### config.mk
export PLATFORM = sky130hd
export DESIGN_NAME = word_fifo
export DESIGN_NICKNAME = d
export VERILOG_FILES = /design/src/mem_pkg.sv /design/src/word_fifo.sv
export VERILOG_INCLUDE_DIRS = /design/src
export SDC_FILE = /design/constraint.sdc
export NUM_CORES = 1
export LEC_CHECK = 0
export CAP_MARGIN = 0
export CORE_MARGIN = 1
export CORE_UTILIZATION = 45
export CTS_CLUSTER_SIZE = 28
export DETAILED_ROUTE_END_ITERATION = 10
export DONT_BUFFER_PORTS = 1
export GPL_TIMING_DRIVEN = 0
export PLACE_DENSITY = 0.59
export SETUP_SLACK_MARGIN = 0.3
export SKIP_CTS_REPAIR_TIMING = 1
export SYNTH_ARGS = -nofsm -noshare
export SYNTH_HDL_FRONTEND = slang
export SYNTH_SLANG_ARGS = --single-unit
### constraint.sdc
create_clock -name clk -period 4.5 [get_ports clk]
set_input_delay 0.45 -clock clk [delete_from_list [all_inputs] [get_ports clk]]
set_output_delay 0.45 -clock clk [all_outputs]
set_load 0.01 [all_outputs]
### src/conv2d_config.svh
`ifndef CONV2D_CONFIG_SVH
`define CONV2D_CONFIG_SVH

`define DMEM_AWIDTH 10   // word address bits of dmem
`define DWIDTH      32   // data word width

`define IO_LATENCY  4    // engine read latency in cycles
`define FIFO_DEPTH  8    // read data buffer, also the credit limit

`define WT_DIM      3    // kernel side
`define FM_DIM_MAX  16   // largest input map side

`define REG_AWIDTH  3    // host register address bits

`endif

### src/mem_pkg.sv
`include "conv2d_config.svh"

package mem_pkg;

    // word address into the data memory
    typedef logic [`DMEM_AWIDTH-1:0] addr_t;

    typedef logic [`DWIDTH-1:0] data_t;    // one memory word

endpackage

### src/word_fifo.sv
`include "conv2d_config.svh"

module word_fifo (
    input  logic           clk,
    input  logic           rst_n_i,
    input  logic           push_i,
    input  mem_pkg::data_t push_data_i,
    output logic           pop_valid_o,
    output mem_pkg::data_t pop_data_o,
    input  logic           pop_ready_i
);
    import mem_pkg::*;

    localparam int PTR_W = $clog2(`FIFO_DEPTH);

    data_t        mem_q [`FIFO_DEPTH];
    logic [PTR_W:0] wr_ptr_q;    // extra bit tells full from empty
    logic [PTR_W:0] rd_ptr_q;
    logic         full;

    assign full = (wr_ptr_q[PTR_W] != rd_ptr_q[PTR_W])
               && (wr_ptr_q[PTR_W-1:0] == rd_ptr_q[PTR_W-1:0]);
    assign pop_valid_o = wr_ptr_q != rd_ptr_q;
    assign pop_data_o  = mem_q[rd_ptr_q[PTR_W-1:0]];

    always_ff @(posedge clk) begin
        if (!rst_n_i) begin
            wr_ptr_q <= '0;
            rd_ptr_q <= '0;
        end else begin
            if (push_i && !full) begin
                wr_ptr_q <= wr_ptr_q + 1'b1;
            end
            if (pop_valid_o && pop_ready_i) begin
                rd_ptr_q <= rd_ptr_q + 1'b1;
            end
        end
    end

    always_ff @(posedge clk) begin
        if (push_i && !full) begin
            mem_q[wr_ptr_q[PTR_W-1:0]] <= push_data_i;
        end
    end

    // credits upstream must keep this from ever firing
    a_no_overflow: assert property (@(posedge clk) disable iff (!rst_n_i)
        push_i |-> !full);

endmodule

==> flow_summary.toml <==
[run_status]
status = "complete, no violations"

[critical_path]
start_kind = "register"
path_cells = "buf_2, xor2_1, nor4_2, nor4_2, buf_4, buf_4, buf_6, buf_4"
worstPathMaxFanout = 10
worst_path_max_delay_cell = "nor4_2"
criticalPathCategory = "register to register"
critPathMaxStageDelay_ps = 760
end_kind = "register"
crit_arrival_ps = 3300
cp.required_ps = 4750
cpMostUsedCell = "buf_4"

[logic_synthesis]
syn_area_mm2 = 0.0104
synth.area.top_cells = "edfxtp_1 74%, mux4_2 12%, mux2_2 3.7%"
ys_seq_area_frac = 0.758
yosys_most_used_dff = "edfxtp_1"
synth_top_cell_by_area = "edfxtp_1"
syn_inst = 453
synth_edf_count = 256
yosysUniqueCellTypes = 34
async_flop_share = 0
synth_nets = 491
ys_ff_latch = 267
yosys_warnings = 0
yosysTopAreaCellShare = 0.737
synth_area_per_cell_um2 = 23.0

[clock_network]
clock_path_buffers = 3
clk_latency_ps = 540
clockRootBuffer = "clkbuf_16"
cts.sinks = 267
cts_tree = "done"
clkSlewWorstSetupHoldPaths_ps = 60
cts_max_level = 1
numCtsBuffers = 27

[global_routing]
grt_pass1_vias = 4934
track_usage = 0.175
grt_pass1_wl_mm = 30.5
grt_max_degree = 19
antenna_found_initial = 1
use_met2 = 0.303
top_usage_layer = "met2"
use_met1 = 0.221
gr-total-overflow = 0
grtUsageMet3 = 0.0465

[sta]
clock.fmax_mhz = 328
clock_skew_ps = 16.0
tightest_slew_ps = 1020
setup_viol = 0
rsz0062_at_grt = "no"
min_period_ps = 3050
slew_headroom = 0.319
finalHoldViolCount = 0
finalCritPeriodShare = 0.678
slew_viol_final = 0

[power_and_ir_drop]
powerDensity_mw_per_mm2 = 459
power.total_mw = 5.70
p_int_mw = 4.45
p_switching_mw = 1.25
p_seq_frac = 0.492
pwr-share-comb = 0.114
ir_drop_v = 0.000290
p_sw_frac = 0.220
p_leak_nw = 3.98
pwr-share-clk = 0.394

[finish]
nFillCells = 1732
multi_input_area_mm2 = 0.00241
final_cell_mix = "256 x edfxtp_1, 55 x mux4_2, 34 x mux2_2, 34 x dlygate4sd3_1, 27 x clkbuf_16"
final_common_cell = "edfxtp_1"
synthToLayoutAreaGrowth_pct = 19.0
layout-drive-gt1-share = 0.342
fin_nets = 591
register_area_mm2 = 0.00791
fin_area_mm2 = 0.0124

[drt]
num_vias = 4770
ant_nets = 0
drc_errors = 0
viasPerCell = 5.55
drt_iter0_drc = 264
wl_per_cell_um = 23.9
first_pass_iters = 4
routed_wirelength_mm = 20.6

[die]
dieArea_mm2 = 0.0238
num_rows = 55
core-area_mm2 = 0.0227
dieHeight_um = 154
die_w_um = 154
ioPinCount = 69
start_util = 0.459

[placed_design]
dp_hpwl_mm = 13.3
io_buffers = 0
placed_cell_area_mm2 = 0.0112
gp_congestion = 0.731

[min_path]
min_path_type = "input port to register"

[run]
maxCapViolCount = 0
## kinds of logic (layout without fill, tap and decap cells)
logic type      Yosys count  count (layout)  share of synthesized area
buf+inv                  24             144                     0.0148
compound gates            6               6                    0.00768
xor+xnor                  7               7                    0.00732
flops                   267             267                      0.758
other cells               0               1                          0
fa+ha+maj                 2               2                    0.00240
mux                     107             107                      0.187
simple gates             40              40                     0.0226
## metal layers
layer | routed length [um] | up-vias | part of all wire
met5 | 0 | - | 0
met4 | 325 | 0 | 0.016
met3 | 906 | 27 | 0.044
met2 | 10500 | 72 | 0.51
met1 | 8860 | 2535 | 0.43
li1 | - | 2136 | -
## worst max-delay path: cells and delay by family, from the launching register on
kind	cells	cell delay (ps)
flops	1	330
buf+inv	5	1040
xor+xnor	1	450
simple gates	2	960
## cells in the mapped netlist, types with 2 or more instances
cell type and count:
edfxtp_1 256, nor4b_1 4, xnor2_2 2, mux4_2 55, nor4_1 3, nand2b_1 6, nand3_1 3, dfxtp_1 11
xnor2_1 2, mux2_2 34, xor2_1 3, mux2i_1 9, nand4_1 4, nand2_1 12, and2_1 2, clkbuf_1 6
buf_2 9, buf_6 7, mux4_1 9, ha_1 2
## sequential cells by signal, summed over array words and instances (netlist names), named ones only
register  count
wr_ptr_q      4
rd_ptr_q      4
mem_q       256
## layout make-up
type                            instances  area share
Buffer                                 23      0.0121
Antenna cell                            1    0.000202
Clock buffer                           32      0.0560
Clock inverter                         17      0.0163
Timing Repair Buffer                   71      0.0542
Sequential cell                       267       0.637
Tap cell                              285      0.0287
Multi-Input combinational cell        162       0.195
Inverter                                1    0.000303
## stage by stage
stage	hold slack (ps)	util	setup TNS (ps)	setup slack, ps	instances
floorplan	513	-	-58910	-419	453
global placement	548	0.475	-861870	-4610	738
detailed placement	549	0.492	0	1420	775
CTS	-15.7	0.531	0	1400	824
global route	0.870	0.546	0	1280	859
finish	15.3	0.546	0	1450	859
## final timing paths
path              startpoint           end  slack, ps  cells past startpoint
min          push_data_i[27]  mem_q[1][27]         20                      0
min reg2reg      rd_ptr_q[2]   rd_ptr_q[2]        570                      2
max              wr_ptr_q[0]  mem_q[0][16]       1450                      8
max reg2reg      wr_ptr_q[0]  mem_q[0][16]       1450                      8
## power groups by stage
| stage | logic, mW | registers (mW) | clock network [mW] |
|---|---|---|---|
| 5_1_grt | 0.699 | 2.81 | 2.37 |
| 3_3_place_gp | 0.588 | 2.87 | 0 |
| 4_1_cts | 0.619 | 2.81 | 2.28 |
| 2_1_floorplan | 0.472 | 2.86 | 0 |
| 6_report | 0.650 | 2.81 | 2.24 |
| 3_5_place_dp | 0.617 | 2.86 | 0 |
(Power assumes the default switching activity.)
