File: src/conv2d_config.svh
`ifndef CONV2D_CONFIG_SVH
`define CONV2D_CONFIG_SVH

`define DMEM_AWIDTH 10   // word address bits of dmem
`define DWIDTH      32   // data word width

`define IO_LATENCY  4    // engine read latency in cycles
`define FIFO_DEPTH  8    // read data buffer, also the credit limit

`define WT_DIM      3    // kernel side
`define FM_DIM_MAX  16   // largest input map side

`define REG_AWIDTH  3    // host register address bits

`endif

File: src/mem_pkg.sv
`include "conv2d_config.svh"

package mem_pkg;

    // word address into the data memory
    typedef logic [`DMEM_AWIDTH-1:0] addr_t;

    typedef logic [`DWIDTH-1:0] data_t;    // one memory word

endpackage

File: src/conv_pkg.sv
`include "conv2d_config.svh"

package conv_pkg;

    typedef enum logic [`REG_AWIDTH-1:0] {
        REG_CTRL       = 0,    // bit0 starts a run
        REG_STATUS     = 1,    // bit0 idle, bit1 done
        REG_FM_DIM     = 2,
        REG_WT_OFFSET  = 3,
        REG_IFM_OFFSET = 4,
        REG_OFM_OFFSET = 5
    } reg_addr_e;

    typedef enum logic [1:0] {FETCH_IDLE, FETCH_WT, FETCH_WIN} fetch_state_e;

    typedef enum logic [1:0] {MAC_IDLE, MAC_LOAD_WT, MAC_ACCUM, MAC_WRITE} mac_state_e;

endpackage

File: src/conv_mac.sv
`include "conv2d_config.svh"

module conv_mac (
    input  logic           clk,
    input  logic           rst_n_i,
    input  logic           start_i,
    input  logic [4:0]     fm_dim_i,
    input  mem_pkg::addr_t ofm_offset_i,
    input  logic           in_valid_i,
    input  mem_pkg::data_t in_data_i,
    output logic           in_ready_o,
    output logic           wr_valid_o,
    output mem_pkg::addr_t wr_addr_o,
    output mem_pkg::data_t wr_data_o,
    output logic           done_o
);
    import mem_pkg::*;
    import conv_pkg::*;

    localparam int KERN_N = `WT_DIM * `WT_DIM;
    localparam int K_W    = $clog2(KERN_N);

    mac_state_e     state_q;
    data_t          wt_q [KERN_N];
    data_t          acc_q;
    logic [K_W-1:0] k_q;          // position inside kernel
    addr_t          out_idx_q;    // row-major output index
    addr_t          out_dim;
    addr_t          out_total;
    logic           fire;
    logic           k_last;
    logic           out_last;

    assign out_dim    = addr_t'(fm_dim_i) - addr_t'(`WT_DIM - 1);
    assign out_total  = out_dim * out_dim;
    assign in_ready_o = (state_q == MAC_LOAD_WT) || (state_q == MAC_ACCUM);
    assign fire       = in_valid_i && in_ready_o;
    assign k_last     = k_q == K_W'(KERN_N - 1);
    assign out_last   = out_idx_q == out_total - addr_t'(1);

    assign wr_valid_o = state_q == MAC_WRITE;
    assign wr_addr_o  = ofm_offset_i + out_idx_q;
    assign wr_data_o  = acc_q;

    always_ff @(posedge clk) begin
        if (!rst_n_i) begin
            state_q   <= MAC_IDLE;
            k_q       <= '0;
            out_idx_q <= '0;
            done_o    <= 1'b0;
        end else begin
            done_o <= 1'b0;
            case (state_q)
                MAC_IDLE: begin
                    if (start_i) begin
                        state_q   <= MAC_LOAD_WT;
                        k_q       <= '0;
                        out_idx_q <= '0;
                    end
                end
                MAC_LOAD_WT, MAC_ACCUM: begin
                    if (fire) begin
                        k_q <= k_last ? '0 : k_q + 1'b1;
                        if (k_last) begin
                            state_q <= (state_q == MAC_LOAD_WT) ? MAC_ACCUM : MAC_WRITE;
                        end
                    end
                end
                MAC_WRITE: begin
                    out_idx_q <= out_idx_q + addr_t'(1);
                    if (out_last) begin
                        state_q <= MAC_IDLE;
                        done_o  <= 1'b1;    // one cycle after the last write
                    end else begin
                        state_q <= MAC_ACCUM;
                    end
                end
                default: state_q <= MAC_IDLE;
            endcase
        end
    end

    always_ff @(posedge clk) begin
        if ((state_q == MAC_LOAD_WT) && fire) begin
            wt_q[k_q] <= in_data_i;
        end
        if ((state_q == MAC_LOAD_WT) || (state_q == MAC_WRITE)) begin
            acc_q <= '0;    // fresh sum for the next window
        end else if ((state_q == MAC_ACCUM) && fire) begin
            acc_q <= acc_q + in_data_i * wt_q[k_q];    // wraps at 32 bits
        end
    end

endmodule

File: config.mk
export PLATFORM = sky130hd
export DESIGN_NAME = conv_mac
export DESIGN_NICKNAME = d
export VERILOG_FILES = /design/src/mem_pkg.sv /design/src/conv_pkg.sv /design/src/conv_mac.sv
export VERILOG_INCLUDE_DIRS = /design/src
export SDC_FILE = /design/constraint.sdc
export NUM_CORES = 2
export LEC_CHECK = 0
export BUFFER_PORTS_ARGS = -buffer_cell sky130_fd_sc_hd__buf_2
export CAP_MARGIN = 20
export CORE_MARGIN = 8
export CORE_UTILIZATION = 35
export DETAILED_ROUTE_END_ITERATION = 10
export PLACE_DENSITY = 0.51
export SLEW_MARGIN = 20
export SYNTH_ARGS = -nofsm -noshare
export SYNTH_HDL_FRONTEND = slang
export SYNTH_SLANG_ARGS = --single-unit
File: constraint.sdc
create_clock -name clk -period 9.35 [get_ports clk]
set_input_delay 1.87 -clock clk [delete_from_list [all_inputs] [get_ports clk]]
set_output_delay 1.87 -clock clk [all_outputs]
set_load 0.03 [all_outputs]
==> impl_metrics.tcl <==
set metrics [dict create \
    clockRootBuffer "clkbuf_16" \
    synth_async_sr_flop_share_pct 0 \
    slew_headroom_pct 45.4 \
    fmax_ghz 0.112 \
    drt_iter0_drc 1455 \
    routed_via_density 4.95 \
    ys_seq_elements 341 \
    cts_tree "done" \
    fin_util_pct 39.4 \
    die_x_um 316 \
    crit_path_end_kind "register" \
    hpwlAfterDp_um 73500 \
    clk_pin_slew_ns 0.07 \
    start_util_pct 35.2 \
    cp_max_fo 14 \
    cts_buffer_depth 3 \
    fin_skew_ns 0.0425 \
    setup_violations 0 \
    syn_to_final_growth_pct 12.0 \
    critPathMaxStageDelay_ns 0.58 \
    syn_inst 2787 \
    synth_top_flop_cell "edfxtp_1" \
    rows 110 \
    clk_latency_ns 0.60 \
    drive_above_1_share_pct 12.5 \
    ant_nets 0 \
    postCtsSetupRepairBufs 0 \
    core_um2 89700 \
    fin_tns_setup_ns 0 \
    grt_max_degree 33 \
    report.final.hold_viol_count 0 \
    avgSynthCellArea_um2 11.3 \
    fin_crit_ns 8.93 \
    numCtsBuffers 40 \
    status "finished clean" \
    dp_cells 4052 \
    crit_family "adder cells" \
    synth-edff-count 288 \
    drt-pass1-iter-count 6 \
    drv_cap 0 \
    antenna_found_initial 9 \
    whs_ns 0.480 \
    drc_errors 0 \
    syn-num-nets 3456 \
    nets 3587 \
    die_area_um2 100000 \
    io_buffers 95 \
    period_share_pct 95.5 \
    yosysSeqAreaShare_pct 30.8 \
    cp.arrival_ns 9.46 \
    synth.distinct_cells 80 \
    overflow 0 \
    vias 20400 \
    gp_congestion 0.912 \
    final_max_slew_viol_count 0 \
    num_io_pins 96 \
    tightest_slew_ns 0.819 \
    path_class "register to register" \
    wire_per_inst_um 23.0 \
    synth_area_um2 31500 \
    cpMaxStageDelayCell "mux4_1" \
    critPathRequiredTime_ns 9.88 \
    rsz0062_at_grt "no" \
    grt_usage_pct 19.5 \
    cp_common_cell "fa_1" \
    reg2reg_slack_ns 0.42 \
    drt-total-wl_um 95000 \
    clock-sinks 341 \
    grt_pass1_vias 22600 \
    fp.dieH_um 316 \
    yosys_warnings 0 \
    crit_buf_inv 4 \
    ctsHtreeMaxLevel 2 \
    cp-start-kind "register" \
    stdcell_count 4123 \
    grt_pass1_wl_um 145000 \
    hold_path.class "register to register" \
]
what timing repair did:
action | in CTS | in global routing
endpoints found under the setup margin | 0 | 5
hold buffers | 0 | 0
gates resized for setup | 0 | 3
layout by cell type, fill, tap and decap left out, types with 51 or more instances in the layout:
cell / count
inv_1: 576
fa_1: 456
edfxtp_1: 288
nand2_1: 255
ha_1: 162
and2_1: 158
nor2b_1: 132
buf_4: 114
buf_2: 95
xnor2_1: 81
nand2b_1: 58
a21oi_1: 56
dfxtp_1: 51
synthesized netlist by cell type (all sizes together), types with 10 or more instances:
cell type	number	area, µm²
nor2b	135	852
and2b	20	150
nor2	38	143
xor2	31	279
and2	158	988
a21oi	63	327
mux2i	18	218
o21ai	45	233
dfxtp	53	1060
nand4	12	75.1
mux4	64	1510
buf	21	178
inv	576	2160
xnor2	84	758
fa	456	9130
nor3	10	50.1
nand2	256	963
edfxtp	288	8650
clkbuf	105	395
a21o	32	240
nand2b	58	363
nand3	12	60.1
o22ai	10	68.8
ha	162	2030
metrics by stage:
| step | setup WS, ns | cell area [µm²] |
|---|---|---|
| 2_1_floorplan | 0.773 | 31500 |
| 3_3_place_gp | 0.120 | 34000 |
| 3_5_place_dp | 0.0873 | 34000 |
| 4_1_cts | 0.262 | 35300 |
| 5_1_grt | 0.0393 | 35300 |
| 6_report | 0.417 | 35300 |
worst min-delay path, stage by stage (launching register included):
cell and delay, ns:
dfxtp_1 0.32, nand2_1 0.06, a21oi_1 0.05
kinds of logic (layout without fill, tap and decap cells):
group,after synthesis,in the layout,share of synthesized area [%]
and+or+nand+nor,724,724,12.1
buffers and inverters,703,858,8.68
adders and majority gates,618,618,35.4
DFF,341,341,30.8
AOI/OAI and AO/OA,195,195,3.94
xor gates and xnor gates,117,117,3.43
muxes,87,87,5.65
other,2,7,0.0238
final timing paths:
check | startpoint | to | depth (start not counted)
setup reg to reg | register | wr_data_o[31]$_SDFFE_PP0P_ | 28
hold / removal | wr_data_o[3]$_SDFFE_PP0P_ | wr_data_o[3]$_SDFFE_PP0P_ | 2
setup / recovery | register | wr_data_o[31]$_SDFFE_PP0P_ | 28
hold reg to reg | wr_data_o[3]$_SDFFE_PP0P_ | wr_data_o[3]$_SDFFE_PP0P_ | 2
flip-flops by register name (all words and copies together), names as in the netlist, named ones only:
signal,flops
wt_q,288
wr_data_o,32
out_idx_q,10
k_q,4
state_q,2
done_o,1
layer usage:
layer / vias to the layer above / GRT usage [%] / routed length [µm]
met5: - / 0.691 / 138
met2: 623 / 31.8 / 44300
li1: 8992 / - / -
met3: 140 / 4.29 / 6680
met1: 10600 / 26.0 / 40800
met4: 8 / 5.89 / 2990
area by class of cell:
cell class | instances | area, µm²
fillers | 8693 | 54400
multi-input cells | 1743 | 19200
flip-flops and latches | 341 | 9710
inverters | 577 | 2170
well taps | 1176 | 1470
repair buffers | 215 | 1450
clock buffers | 45 | 1020
clock inverters | 21 | 294
diodes | 5 | 12.5
Power is not shown: default switching activity piles up to over one toggle a cycle in this logic, so the estimate is an artifact.
