### config.mk
export PLATFORM = sky130hd
export DESIGN_NAME = conv_regs
export DESIGN_NICKNAME = d
export VERILOG_FILES = /design/src/mem_pkg.sv /design/src/conv_pkg.sv /design/src/conv_regs.sv
export VERILOG_INCLUDE_DIRS = /design/src
export SDC_FILE = /design/constraint.sdc
export NUM_CORES = 1
export LEC_CHECK = 0
export ABC_AREA = 1
export BUFFER_PORTS_ARGS = -buffer_cell sky130_fd_sc_hd__buf_4
export CAP_MARGIN = 20
export CORE_MARGIN = 10
export CORE_UTILIZATION = 49
export DETAILED_ROUTE_END_ITERATION = 7
export PLACE_DENSITY = 0.86
export SLEW_MARGIN = 15
export SYNTH_ARGS = -nofsm -noshare
export SYNTH_HDL_FRONTEND = slang
export SYNTH_SLANG_ARGS = --single-unit
### constraint.sdc
create_clock -name clk -period 2.1 [get_ports clk]
set_clock_uncertainty 0.1 [all_clocks]
set_input_delay 0.21 -clock clk [delete_from_list [all_inputs] [get_ports clk]]
set_output_delay 0.21 -clock clk [all_outputs]
set_load 0.02 [all_outputs]
### src/conv2d_config.svh
`ifndef CONV2D_CONFIG_SVH
`define CONV2D_CONFIG_SVH

`define DMEM_AWIDTH 10   // word address bits of dmem
`define DWIDTH      32   // data word width

`define IO_LATENCY  4    // engine read latency in cycles
`define FIFO_DEPTH  8    // read data buffer, also the credit limit

`define WT_DIM      3    // kernel side
`define FM_DIM_MAX  16   // largest input map side

`define REG_AWIDTH  3    // host register address bits

`endif

### src/mem_pkg.sv
`include "conv2d_config.svh"

package mem_pkg;

    // word address into the data memory
    typedef logic [`DMEM_AWIDTH-1:0] addr_t;

    typedef logic [`DWIDTH-1:0] data_t;    // one memory word

endpackage

### src/conv_pkg.sv
`include "conv2d_config.svh"

package conv_pkg;

    typedef enum logic [`REG_AWIDTH-1:0] {
        REG_CTRL       = 0,    // bit0 starts a run
        REG_STATUS     = 1,    // bit0 idle, bit1 done
        REG_FM_DIM     = 2,
        REG_WT_OFFSET  = 3,
        REG_IFM_OFFSET = 4,
        REG_OFM_OFFSET = 5
    } reg_addr_e;

    typedef enum logic [1:0] {FETCH_IDLE, FETCH_WT, FETCH_WIN} fetch_state_e;

    typedef enum logic [1:0] {MAC_IDLE, MAC_LOAD_WT, MAC_ACCUM, MAC_WRITE} mac_state_e;

endpackage

### src/conv_regs.sv
`include "conv2d_config.svh"

module conv_regs (
    input  logic               clk,
    input  logic               rst_n_i,
    input  logic               reg_we_i,
    input  conv_pkg::reg_addr_e reg_addr_i,
    input  mem_pkg::data_t     reg_wdata_i,
    output mem_pkg::data_t     reg_rdata_o,
    input  logic               done_i,
    output logic               start_o,
    output logic [4:0]         fm_dim_o,
    output mem_pkg::addr_t     wt_offset_o,
    output mem_pkg::addr_t     ifm_offset_o,
    output mem_pkg::addr_t     ofm_offset_o
);
    import mem_pkg::*;
    import conv_pkg::*;

    logic busy_q;
    logic done_q;
    logic ctrl_go;

    assign ctrl_go = reg_we_i && (reg_addr_i == REG_CTRL) && reg_wdata_i[0];

    always_ff @(posedge clk) begin
        if (!rst_n_i) begin
            start_o      <= 1'b0;
            busy_q       <= 1'b0;
            done_q       <= 1'b0;
            fm_dim_o     <= '0;
            wt_offset_o  <= '0;
            ifm_offset_o <= '0;
            ofm_offset_o <= '0;
        end else begin
            start_o <= ctrl_go;    // pulse one cycle after the CTRL write
            if (reg_we_i) begin
                case (reg_addr_i)
                    REG_FM_DIM:     fm_dim_o     <= reg_wdata_i[4:0];
                    REG_WT_OFFSET:  wt_offset_o  <= addr_t'(reg_wdata_i);
                    REG_IFM_OFFSET: ifm_offset_o <= addr_t'(reg_wdata_i);
                    REG_OFM_OFFSET: ofm_offset_o <= addr_t'(reg_wdata_i);
                    default: ;
                endcase
            end
            if (ctrl_go) begin
                busy_q <= 1'b1;
                done_q <= 1'b0;    // sticky done clears on the next start
            end else if (done_i) begin
                busy_q <= 1'b0;
                done_q <= 1'b1;
            end
        end
    end

    always_comb begin
        case (reg_addr_i)
            REG_STATUS:     reg_rdata_o = data_t'({done_q, ~busy_q});
            REG_FM_DIM:     reg_rdata_o = data_t'(fm_dim_o);
            REG_WT_OFFSET:  reg_rdata_o = data_t'(wt_offset_o);
            REG_IFM_OFFSET: reg_rdata_o = data_t'(ifm_offset_o);
            REG_OFM_OFFSET: reg_rdata_o = data_t'(ofm_offset_o);
            default:        reg_rdata_o = '0;    // CTRL and unmapped
        endcase
    end

    // host must wait for the previous run to finish
    a_no_start_busy: assert property (@(posedge clk) disable iff (!rst_n_i)
        start_o |-> !$past(busy_q));

    a_fm_dim_range: assert property (@(posedge clk) disable iff (!rst_n_i)
        start_o |-> (fm_dim_o >= `WT_DIM) && (fm_dim_o <= `FM_DIM_MAX));

endmodule

==> reports/summary.md <==
Maximum number of pins on one net before global-route repair: 37. The shortest clock period the worst path allows after layout is 1548 ps. The first routing iteration left 129 violations. The sequential cells in the finished layout cover a total of 760.7 µm². For the number of antenna diodes, the log shows 0.

After detailed routing, no signal wire sits above met4. Once the clock tree was built, the setup fixing pass inserted 0 buffers. 107 I/O pins were placed. The switching fraction of total power is 0.2966, and the detail-routed net length per standard cell is 12.85 µm. The run gives 2038 as the via count of the first global-routing pass.

Setup repair after global routing left no endpoint under its margin. The count of TritonRoute iterations in the first routing pass was 4; the post-detailed-route count of antenna-violating nets was 0. The share of the synthesized area in the top cell type was 0.3712. For the total count of max-transition violations in the final report, the log shows 0. For the final-layout fill cell count, the log shows 418. Power spread over the standard cell area amounts to 617.0 nW/µm².

The floorplan die area was 7169 µm². The logs give 2 for the number of buffers between clock root and the deepest sink and 327 for the instance count of the mapped netlist. The floorplan row count was 23; the maximum fanout count along the critical path was 14. Path class of the lowest-slack min-delay path: in -> reg. The logs give 0 for the number of maximum-capacitance violations and 0 for the detailed-route DRC error count. The fraction of final layout cells sized beyond drive strength 1 was 0.1969. The tightest hold path in the finished design has a slack of 59.79 ps. The tree is rooted in a sky130_fd_sc_hd__clkbuf_8.

The setup path with the least slack is of type in -> out. CTS saw 38 sinks. The tools report the worst endpoint required time as 1790 ps. The count of hold buffers inserted by post-cts repair is 0, and the vertical extent of the die is 84.67 µm.

After the last flow step, the layout net total stands at 424. The share of power burned in the clock network came out at 0.337. The total routing usage reported by global routing was 0.1553; the worst setup slack before clock tree synthesis was 585.4 ps. Summed over all layers, the global routing overflow is 0. The flip-flop and latch count after synthesis was 38; the core outline area was 4029 µm². The logs give 20 for the number of distinct library cells after synthesis and 0 for the total count of hold-check failures in the final report. The routed design uses 596 µm of met3 wire. The post-layout instance count excluding filler cells is 436, and the maximum vdd ir drop is 0.4672 mV. The internal power summed over all cells was 0.001100 W; the synthesized area divided by synthesized cell count was 6.267 µm². STA classifies the critical path endpoint as an output pin. For the worst-skew pair, the clock arrives at the later sink with an insertion delay of 290 ps.

The H-tree generated during clock tree synthesis spans 2 levels. The run gives 2019 as the total via count after detailed routing. Post-synthesis instance area: 2049 µm². TritonCTS built the clock tree. In this run the tool buffered the top-level ports with 62 buffer cells. After clock tree synthesis, the clock-pin slew on the worst setup and hold paths is 70 ps. Setup violations remaining at the end of the flow were counted as 0. The die outline width works out to 84.67 µm.

The first global-routing pass estimated 9.535 mm of wire. The total instance count after detailed placement is 428. For the worst setup path, the data arrival time is 1240 ps. From synthesis to final layout, the design area changed by 23.63%. The highest achievable clock rate came out at 0.6459 GHz. The tools report the combinational fraction of design power as 0.174.

By area the synthesized netlist is led by sky130_fd_sc_hd__dfxtp_1 37%, sky130_fd_sc_hd__nand2_1 15%, sky130_fd_sc_hd__nor2_1 15%. HPWL after detailed placement: 4.183 mm. Summed over all cells, the static leakage comes to 1.412 nW. Clock tree synthesis inserted a total of 5 buffers.

The total length of routed met2 wires was 2.559 mm. The library cell with the largest summed area after synthesis is sky130_fd_sc_hd__dfxtp_1. The mean number of vias per cell came out at 4.631. Once routing completed, OpenROAD measured the worst setup slack at 551.7 ps.

The setup TNS after final layout was 0 ps. The number of antenna violations at the first check in global routing was 0. The initial core utilization was 0.5087.

Yosys printed 0 warnings. The run gives 2.363 mm as the post-route met1 wirelength. The run finished with clean final reports. The tools report the routed wire length as 5.602 mm. The multi-input combinational cells in the finished layout cover a total of 950.9 µm². Summed over all nets, the switching power comes to 0.0004637 W. The kind of launch point of the worst setup path is an input pin.

The final critical-path share of the clock period is 0.7373, and the final weighted congestion in routability-driven placement is 0.8439. The sequential fraction of design power was 0.489. In this run, post-CTS repair resized a total of 0 instances. The portion of the post-synthesis area used by sequential elements was 0.3712.
[cells in the final DEF (no fill, tap or decap)]
master                     Yosys  final
sky130_fd_sc_hd__inv_1        47     47
sky130_fd_sc_hd__clkinv_1      1      1
sky130_fd_sc_hd__nand4_1      17     17
sky130_fd_sc_hd__nand2_2       1      1
sky130_fd_sc_hd__conb_1        1     22
sky130_fd_sc_hd__clkbuf_1      2      1
sky130_fd_sc_hd__clkbuf_8      0      6
sky130_fd_sc_hd__nand3_1      12     12
sky130_fd_sc_hd__nand2_4       1      1
sky130_fd_sc_hd__nor2_1       81     81
sky130_fd_sc_hd__a21oi_1       1      1
sky130_fd_sc_hd__nor2_4        1      1
sky130_fd_sc_hd__nor3_1        1      1
sky130_fd_sc_hd__nand2_1      84     84
sky130_fd_sc_hd__clkinv_2      0      1
sky130_fd_sc_hd__or2_2         1      1
sky130_fd_sc_hd__buf_4        24     65
sky130_fd_sc_hd__o211ai_1      5      5
sky130_fd_sc_hd__dfxtp_1      38     38
[cells by family (layout without fill, tap and decap cells)]
group,after synthesis,after routing,share of synthesized area
compound gates,6,6,0.02076
buf+inv,83,121,0.2033
flops,38,38,0.3712
other cells,1,22,0.001830
simple gates,199,199,0.4029
[flip-flops by register name, summed over array words and instances, names as in the netlist]
signal	flops
wt_offset_o	10
fm_dim_o	5
done_q	1
busy_q	1
ofm_offset_o	10
ifm_offset_o	10
start_o	1
[routing by layer]
layer,vias up,GRT usage
li1,1055,-
met1,883,0.1725
met2,73,0.2505
met3,8,0.08213
met4,0,0.04790
met5,-,0
[critical path, stage by stage]
cell and delay, ps:
sky130_fd_sc_hd__buf_4 160, sky130_fd_sc_hd__nor2_1 360, sky130_fd_sc_hd__nand3_1 130, sky130_fd_sc_hd__nand2_1 100, sky130_fd_sc_hd__inv_1 40, sky130_fd_sc_hd__nand3_1 80
sky130_fd_sc_hd__buf_4 140
[cell usage after synthesis, drive strengths merged]
cell type / n
nor2: 82
inv: 47
nand2: 86
or2: 1
nand4: 17
clkinv: 1
a21oi: 1
clkbuf: 2
nor3: 1
buf: 33
o211ai: 5
conb: 1
dfxtp: 38
nand3: 12
[final timing paths]
check                       from         endpoint  slack [ps]  cells past startpoint
setup / recovery   reg_addr_i[0]   reg_rdata_o[1]         550                      7
hold / removal    reg_wdata_i[9]  ifm_offset_o[9]          60                      3
setup reg to reg          busy_q           busy_q        1180                      3
hold reg to reg      fm_dim_o[0]      fm_dim_o[0]         420                      2
[power by group through the flow]
stage | clock network, W | logic [W] | registers, W
floorplan | 0 | 0.000173 | 0.000808
global placement | 0 | 0.000265 | 0.000781
detailed placement | 0 | 0.000270 | 0.000782
CTS | 0.000537 | 0.000271 | 0.000765
global route | 0.000571 | 0.000301 | 0.000769
finish | 0.000527 | 0.000272 | 0.000765
[area by class of cell]
cell class / count / share of cell area
multi-input combinational: 227 / 0.3753
timing repair buffer: 65 / 0.1926
sequential: 38 / 0.3002
inverter: 48 / 0.07111
clock inverter: 1 / 0.001975
clock buffer: 7 / 0.03407
tap: 50 / 0.02469
[stage by stage]
stage                       util  power (W)  area, µm²
after global placement    0.6062   0.001046       2442
after detailed placement  0.6062   0.001052       2442
after CTS                 0.6289   0.001573       2534
after global routing      0.6289   0.001641       2534
final                     0.6289   0.001563       2534
after floorplan                -  0.0009808       2128
Note: power is estimated with default switching activity, not from simulation.
