[src/conv2d_config.svh]
`ifndef CONV2D_CONFIG_SVH
`define CONV2D_CONFIG_SVH

`define DMEM_AWIDTH 10   // word address bits of dmem
`define DWIDTH      32   // data word width

`define IO_LATENCY  4    // engine read latency in cycles
`define FIFO_DEPTH  8    // read data buffer, also the credit limit

`define WT_DIM      3    // kernel side
`define FM_DIM_MAX  16   // largest input map side

`define REG_AWIDTH  3    // host register address bits

`endif

[src/mem_pkg.sv]
`include "conv2d_config.svh"

package mem_pkg;

    // word address into the data memory
    typedef logic [`DMEM_AWIDTH-1:0] addr_t;

    typedef logic [`DWIDTH-1:0] data_t;    // one memory word

endpackage

[src/conv_pkg.sv]
`include "conv2d_config.svh"

package conv_pkg;

    typedef enum logic [`REG_AWIDTH-1:0] {
        REG_CTRL       = 0,    // bit0 starts a run
        REG_STATUS     = 1,    // bit0 idle, bit1 done
        REG_FM_DIM     = 2,
        REG_WT_OFFSET  = 3,
        REG_IFM_OFFSET = 4,
        REG_OFM_OFFSET = 5
    } reg_addr_e;

    typedef enum logic [1:0] {FETCH_IDLE, FETCH_WT, FETCH_WIN} fetch_state_e;

    typedef enum logic [1:0] {MAC_IDLE, MAC_LOAD_WT, MAC_ACCUM, MAC_WRITE} mac_state_e;

endpackage

[src/conv_fetch.sv]
`include "conv2d_config.svh"

module conv_fetch (
    input  logic           clk,
    input  logic           rst_n_i,
    input  logic           start_i,
    input  logic [4:0]     fm_dim_i,
    input  mem_pkg::addr_t wt_offset_i,
    input  mem_pkg::addr_t ifm_offset_i,
    input  logic           credit_i,
    output logic           rd_valid_o,
    output mem_pkg::addr_t rd_addr_o
);
    import mem_pkg::*;
    import conv_pkg::*;

    localparam int CNT_W = $clog2(`FIFO_DEPTH) + 1;

    fetch_state_e     state_q;
    logic [1:0]       ki_q;
    logic [1:0]       kj_q;
    logic [4:0]       row_q;
    logic [4:0]       col_q;
    logic [CNT_W-1:0] outstanding_q;    // requested but not yet popped
    logic [4:0]       last_pos;
    logic             kj_last;
    logic             kern_last;
    addr_t            win_row;

    assign last_pos   = fm_dim_i - 5'(`WT_DIM);
    assign kj_last    = kj_q == 2'(`WT_DIM - 1);
    assign kern_last  = kj_last && (ki_q == 2'(`WT_DIM - 1));
    assign rd_valid_o = (state_q != FETCH_IDLE) && (outstanding_q < CNT_W'(`FIFO_DEPTH));
    assign win_row    = addr_t'(row_q) + addr_t'(ki_q);

    always_comb begin
        if (state_q == FETCH_WT) begin
            rd_addr_o = wt_offset_i + addr_t'(`WT_DIM) * addr_t'(ki_q) + addr_t'(kj_q);
        end else begin
            rd_addr_o = ifm_offset_i + win_row * addr_t'(fm_dim_i) + addr_t'(col_q)
                      + addr_t'(kj_q);
        end
    end

    always_ff @(posedge clk) begin
        if (!rst_n_i) begin
            outstanding_q <= '0;
        end else begin
            outstanding_q <= outstanding_q + CNT_W'(rd_valid_o) - CNT_W'(credit_i);
        end
    end

    always_ff @(posedge clk) begin
        if (!rst_n_i) begin
            state_q <= FETCH_IDLE;
            ki_q    <= '0;
            kj_q    <= '0;
            row_q   <= '0;
            col_q   <= '0;
        end else if (state_q == FETCH_IDLE) begin
            if (start_i) begin
                state_q <= FETCH_WT;
                ki_q    <= '0;
                kj_q    <= '0;
                row_q   <= '0;
                col_q   <= '0;
            end
        end else if (rd_valid_o) begin
            if (!kern_last) begin
                kj_q <= kj_last ? 2'd0 : kj_q + 2'd1;
                ki_q <= kj_last ? ki_q + 2'd1 : ki_q;
            end else begin
                ki_q <= '0;
                kj_q <= '0;
                if (state_q == FETCH_WT) begin
                    state_q <= FETCH_WIN;    // weights done, first window next
                end else if (col_q != last_pos) begin
                    col_q <= col_q + 5'd1;
                end else begin
                    col_q <= '0;
                    if (row_q != last_pos) begin
                        row_q <= row_q + 5'd1;
                    end else begin
                        state_q <= FETCH_IDLE;
                    end
                end
            end
        end
    end

    a_credit_limit: assert property (@(posedge clk) disable iff (!rst_n_i)
        outstanding_q <= CNT_W'(`FIFO_DEPTH));

endmodule

[config.mk]
export PLATFORM = sky130hd
export DESIGN_NAME = conv_fetch
export DESIGN_NICKNAME = d
export VERILOG_FILES = /design/src/mem_pkg.sv /design/src/conv_pkg.sv /design/src/conv_fetch.sv
export VERILOG_INCLUDE_DIRS = /design/src
export SDC_FILE = /design/constraint.sdc
export NUM_CORES = 1
export LEC_CHECK = 0
export BUFFER_PORTS_ARGS = -buffer_cell sky130_fd_sc_hd__buf_2
export CAP_MARGIN = 0
export CORE_ASPECT_RATIO = 1.4
export CORE_MARGIN = 2
export CORE_UTILIZATION = 65
export CTS_CLUSTER_SIZE = 30
export DETAILED_ROUTE_END_ITERATION = 8
export PLACE_DENSITY_LB_ADDON = 0.2
export SLEW_MARGIN = 20
export SYNTH_ARGS = -nofsm -noshare
export SYNTH_HDL_FRONTEND = slang
export SYNTH_SLANG_ARGS = --single-unit
[constraint.sdc]
create_clock -name clk -period 11.14 [get_ports clk]
set_input_delay 1.671 -clock clk [delete_from_list [all_inputs] [get_ports clk]]
set_output_delay 1.671 -clock clk [all_outputs]
set_load 0.05 [all_outputs]
==> metrics.txt <==
# TYPE chip_impl_metric gauge
chip_impl_info{name="status",value="completed"} 1
chip_impl_metric{name="drt-vias-per-instance",unit=""} 5.584
chip_impl_info{name="rsz0062_at_grt",value="false"} 1
chip_impl_metric{name="final.period_utilization",unit=""} 0.6546
chip_impl_metric{name="synth-simple-area-share",unit=""} 0.1892
chip_impl_metric{name="placement.setup.worst_slack",unit="ps"} 3864
chip_impl_metric{name="max-clock-path-buffers",unit=""} 2
chip_impl_metric{name="synth.cell_area",unit="um^2"} 3194
chip_impl_metric{name="yosys-mux-area-fraction",unit=""} 0.01880
chip_impl_metric{name="post_dp_cell_area",unit="um^2"} 3413
chip_impl_metric{name="design_power_total",unit="uW"} 408.0
chip_impl_metric{name="dpl.cell_count",unit=""} 474
chip_impl_metric{name="numCtsBuffers",unit=""} 3
chip_impl_metric{name="cts-hold-fix-buffers",unit=""} 0
chip_impl_metric{name="instances_no_fill",unit=""} 478
chip_impl_metric{name="synth_compound_gate_area_share",unit=""} 0.1246
chip_impl_metric{name="worst_ir_drop_vdd",unit="uV"} 108.5
chip_impl_metric{name="postSynthNetCount",unit=""} 484
chip_impl_metric{name="critPathArrivalTime",unit="ps"} 5620
chip_impl_metric{name="design.portCount",unit=""} 40
chip_impl_metric{name="detail_route.wl_per_cell",unit="um"} 13.73
chip_impl_info{name="cts_tree",value="done"} 1
chip_impl_metric{name="syn-instance-count",unit=""} 384
chip_impl_metric{name="count_of_synthesis_stage_warnings_from_yosys",unit=""} 0
chip_impl_metric{name="post_synthesis_register_bit_count",unit=""} 20
chip_impl_metric{name="antenna_found_initial",unit=""} 0
chip_impl_metric{name="clock_tree.htree_level_count",unit=""} 1
chip_impl_metric{name="setup-violations-final",unit=""} 0
chip_impl_metric{name="dr_total_vias",unit=""} 2669
chip_impl_metric{name="adder_and_majority_cell_fraction_of_the_synthesized_area",unit=""} 0.3517
chip_impl_metric{name="die-height",unit="um"} 86.95
chip_impl_info{name="crit_end_element",value="output port"} 1
chip_impl_info{name="min-delay-path-class",value="reg -> reg"} 1
chip_impl_metric{name="grt_remaining_overflow",unit=""} 0
chip_impl_metric{name="floorplan.die.width",unit="um"} 63.25
chip_impl_metric{name="initial_utilization",unit=""} 0.6648
chip_impl_metric{name="gp_congestion",unit=""} 0.8957
chip_impl_metric{name="violation_count_after_the_first_detailed_routing_iteration",unit=""} 71
chip_impl_metric{name="grt_pass1_wl",unit="um"} 11390
chip_impl_metric{name="seq_area",unit="um^2"} 400.4
chip_impl_metric{name="core_area",unit="um^2"} 4805
chip_impl_metric{name="io_buffers",unit=""} 39
chip_impl_info{name="yosys_most_used_dff",value="sky130_fd_sc_hd__dfxtp_1"} 1
chip_impl_metric{name="tightest_slew",unit="ps"} 722.6
chip_impl_metric{name="slew_headroom",unit=""} 0.5173
chip_impl_metric{name="postSynth.asyncResetShare",unit=""} 0
chip_impl_metric{name="groute.usage.overall",unit=""} 0.2580
chip_impl_metric{name="synthDistinctLibCells",unit=""} 44
chip_impl_metric{name="fp.dieArea",unit="um^2"} 5499
chip_impl_metric{name="worst-path-max-fanout",unit=""} 11
chip_impl_metric{name="insertion_delay",unit="ps"} 260
chip_impl_info{name="worstSetupStartpointType",value="input port"} 1
chip_impl_metric{name="cp_data_required_time",unit="ps"} 9470
chip_impl_metric{name="num_rows",unit=""} 30
chip_impl_metric{name="antenna_cells",unit=""} 0
chip_impl_metric{name="postRouteWirelength",unit="um"} 6565
chip_impl_metric{name="synth_enable_flop_cells",unit=""} 0
chip_impl_metric{name="layout_min_cycle_time",unit="ps"} 7292
chip_impl_metric{name="cap_violations",unit=""} 0
chip_impl_metric{name="fin_nets",unit=""} 515
chip_impl_metric{name="finalSetupTns",unit="ps"} 0
chip_impl_metric{name="cts.repair.resized",unit=""} 0
chip_impl_metric{name="fillCellCount",unit=""} 431
chip_impl_metric{name="timing.final.hold_violations",unit=""} 0
chip_impl_metric{name="drtPass1Iterations",unit=""} 4
chip_impl_info{name="criticalPathCategory",value="in -> out"} 1
chip_impl_info{name="ctsRootBufferMaster",value="sky130_fd_sc_hd__clkbuf_8"} 1
chip_impl_metric{name="leakage",unit="nW"} 1.705
chip_impl_metric{name="synth_xor_xnor_area_share",unit=""} 0.1046
chip_impl_metric{name="syn_area_per_cell",unit="um^2"} 8.319
chip_impl_metric{name="multiInputGateArea",unit="um^2"} 2520
chip_impl_metric{name="worst_slack",unit="ps"} 3848
chip_impl_metric{name="cts_setup_buffers",unit=""} 0
chip_impl_metric{name="syn2layout_area_growth",unit="%"} 8.578
chip_impl_metric{name="detail-route-antenna-nets",unit=""} 0
chip_impl_metric{name="final_slew_viol_count",unit=""} 0
chip_impl_info{name="main_combinational_cell_family_by_area_after_synthesis",value="adder cells"} 1
chip_impl_metric{name="skew",unit="ps"} 2.104
chip_impl_metric{name="place_hpwl",unit="um"} 5550
chip_impl_metric{name="clk_pin_slew_worst_paths",unit="ps"} 70
chip_impl_metric{name="max_clock_freq",unit="MHz"} 137.1
chip_impl_metric{name="drt_drc_violations_left",unit=""} 0
chip_impl_metric{name="cts_sinks",unit=""} 20
chip_impl_metric{name="final_cell_area",unit="um^2"} 3468
chip_impl_metric{name="layout-drive-gt1-share",unit=""} 0.1159
chip_impl_metric{name="largest_net_degree_at_the_start_of_global_routing",unit=""} 16
chip_impl_metric{name="power-per-cell-area",unit="nW/um^2"} 117.6
chip_impl_metric{name="synth.yosys.seq_area_share",unit=""} 0.1253
chip_impl_metric{name="grt_pass1_vias",unit=""} 2634
## cell type report
class	count	share of cell area
Clock buffer	4	0.01587
Inverter	58	0.06277
Multi-Input combinational cell	293	0.7266
Sequential cell	20	0.1154
Tap cell	64	0.02309
Timing Repair Buffer	39	0.05628
## registers in the layout, indices dropped and copies added (netlist names)
name,flops
col_q,5
ki_q,2
row_q,5
outstanding_q,4
kj_q,2
state_q,2
## metal layers
layer | track usage | share of wire | wire, um
met1 | 0.2933 | 0.42 | 2739
met2 | 0.5000 | 0.54 | 3533
met3 | 0.01552 | 0.018 | 117
met4 | 0.1028 | 0.027 | 175
met5 | 0 | 0 | 0
## cell families (layout without fill, tap and decap cells)
group | count (synthesis) | after routing
XOR/XNOR | 35 | 35
buffers and inverters | 71 | 101
adder cells (fa/ha/maj) | 72 | 72
multiplexers | 6 | 6
flip-flops | 20 | 20
AND/OR/NAND/NOR | 120 | 120
AO/OA/AOI/OAI | 60 | 60
## placed cells by master (no fill, tap or decap), types with 3 or more instances in the layout
master	netlist	final
sky130_fd_sc_hd__a211oi_1	4	4
sky130_fd_sc_hd__a21o_1	6	6
sky130_fd_sc_hd__a21oi_1	23	23
sky130_fd_sc_hd__and2_1	16	16
sky130_fd_sc_hd__buf_2	3	39
sky130_fd_sc_hd__clkbuf_8	0	4
sky130_fd_sc_hd__dfxtp_1	20	20
sky130_fd_sc_hd__fa_1	30	30
sky130_fd_sc_hd__ha_1	41	41
sky130_fd_sc_hd__inv_1	58	58
sky130_fd_sc_hd__mux2i_1	6	6
sky130_fd_sc_hd__nand2_1	24	24
sky130_fd_sc_hd__nand2b_1	4	4
sky130_fd_sc_hd__nand3_1	10	10
sky130_fd_sc_hd__nand4_1	4	4
sky130_fd_sc_hd__nor2_1	29	29
sky130_fd_sc_hd__nor2b_1	11	11
sky130_fd_sc_hd__nor3_1	9	9
sky130_fd_sc_hd__nor4_1	3	3
sky130_fd_sc_hd__o21ai_0	8	8
sky130_fd_sc_hd__o31ai_1	3	3
sky130_fd_sc_hd__or3_1	3	3
sky130_fd_sc_hd__xnor2_1	17	17
sky130_fd_sc_hd__xor2_1	16	16
## critical path: stages
cell,delay [ps]
sky130_fd_sc_hd__buf_2,190
sky130_fd_sc_hd__nand2_1,100
sky130_fd_sc_hd__fa_1,510
sky130_fd_sc_hd__fa_1,540
sky130_fd_sc_hd__inv_1,60
sky130_fd_sc_hd__fa_1,540
sky130_fd_sc_hd__inv_1,50
sky130_fd_sc_hd__fa_1,500
sky130_fd_sc_hd__inv_1,40
sky130_fd_sc_hd__ha_1,290
sky130_fd_sc_hd__o21ai_0,110
sky130_fd_sc_hd__a21oi_1,130
sky130_fd_sc_hd__o31ai_1,350
sky130_fd_sc_hd__xor2_1,130
sky130_fd_sc_hd__mux2i_1,130
sky130_fd_sc_hd__buf_2,280
## synthesized netlist by cell type, types with 2 or more instances
library cell,instances,area share
sky130_fd_sc_hd__a211oi_1,4,0.0094
sky130_fd_sc_hd__a21o_1,6,0.014
sky130_fd_sc_hd__a21oi_1,23,0.036
sky130_fd_sc_hd__a22oi_1,2,0.0047
sky130_fd_sc_hd__a31oi_1,2,0.0039
sky130_fd_sc_hd__a41oi_1,2,0.0055
sky130_fd_sc_hd__and2_1,16,0.031
sky130_fd_sc_hd__buf_2,3,0.0047
sky130_fd_sc_hd__clkbuf_1,9,0.011
sky130_fd_sc_hd__dfxtp_1,20,0.13
sky130_fd_sc_hd__fa_1,30,0.19
sky130_fd_sc_hd__ha_1,41,0.16
sky130_fd_sc_hd__inv_1,58,0.068
sky130_fd_sc_hd__mux2i_1,6,0.019
sky130_fd_sc_hd__nand2_1,24,0.028
sky130_fd_sc_hd__nand2b_1,4,0.0078
sky130_fd_sc_hd__nand3_1,10,0.016
sky130_fd_sc_hd__nand4_1,4,0.0078
sky130_fd_sc_hd__nor2_1,29,0.034
sky130_fd_sc_hd__nor2b_1,11,0.022
sky130_fd_sc_hd__nor3_1,9,0.014
sky130_fd_sc_hd__nor4_1,3,0.0059
sky130_fd_sc_hd__o21ai_0,8,0.013
sky130_fd_sc_hd__o31ai_1,3,0.0071
sky130_fd_sc_hd__o41ai_1,2,0.0055
sky130_fd_sc_hd__or2_2,2,0.0039
sky130_fd_sc_hd__or3_1,3,0.0059
sky130_fd_sc_hd__or4_1,2,0.0047
sky130_fd_sc_hd__xnor2_1,17,0.047
sky130_fd_sc_hd__xnor3_1,2,0.014
sky130_fd_sc_hd__xor2_1,16,0.044
## path summary, 6_finish.rpt
kind,startpoint,to,slack (ps),cells past startpoint
setup / recovery,fm_dim_i[4],rd_addr_o[9],3850,16
hold / removal,row_q[4]$_SDFFE_PN0P_,row_q[4]$_SDFFE_PN0P_,540,2
setup reg to reg,row_q[3]$_SDFFE_PN0P_,row_q[3]$_SDFFE_PN0P_,8860,5
hold reg to reg,row_q[4]$_SDFFE_PN0P_,row_q[4]$_SDFFE_PN0P_,540,2
## per-stage QoR
| stage | hold WS, ps | util |
|---|---|---|
| 2_1_floorplan | 500.0 | - |
| 3_3_place_gp | 521.1 | 0.7104 |
| 3_5_place_dp | 533.8 | 0.7104 |
| 4_1_cts | 544.8 | 0.7219 |
| 5_1_grt | 574.1 | 0.7219 |
| 6_report | 541.1 | 0.7219 |
## power by group
group	total [mW]	switching, mW	internal [mW]	leakage, nW
clock network	0.0564	0.0249	0.0315	0.0288
registers	0.0938	0.0117	0.0821	0.163
logic	0.258	0.169	0.0884	1.51
total	0.408	0.206	0.202	1.70
No activity file was read; power rests on OpenSTA's default activity.
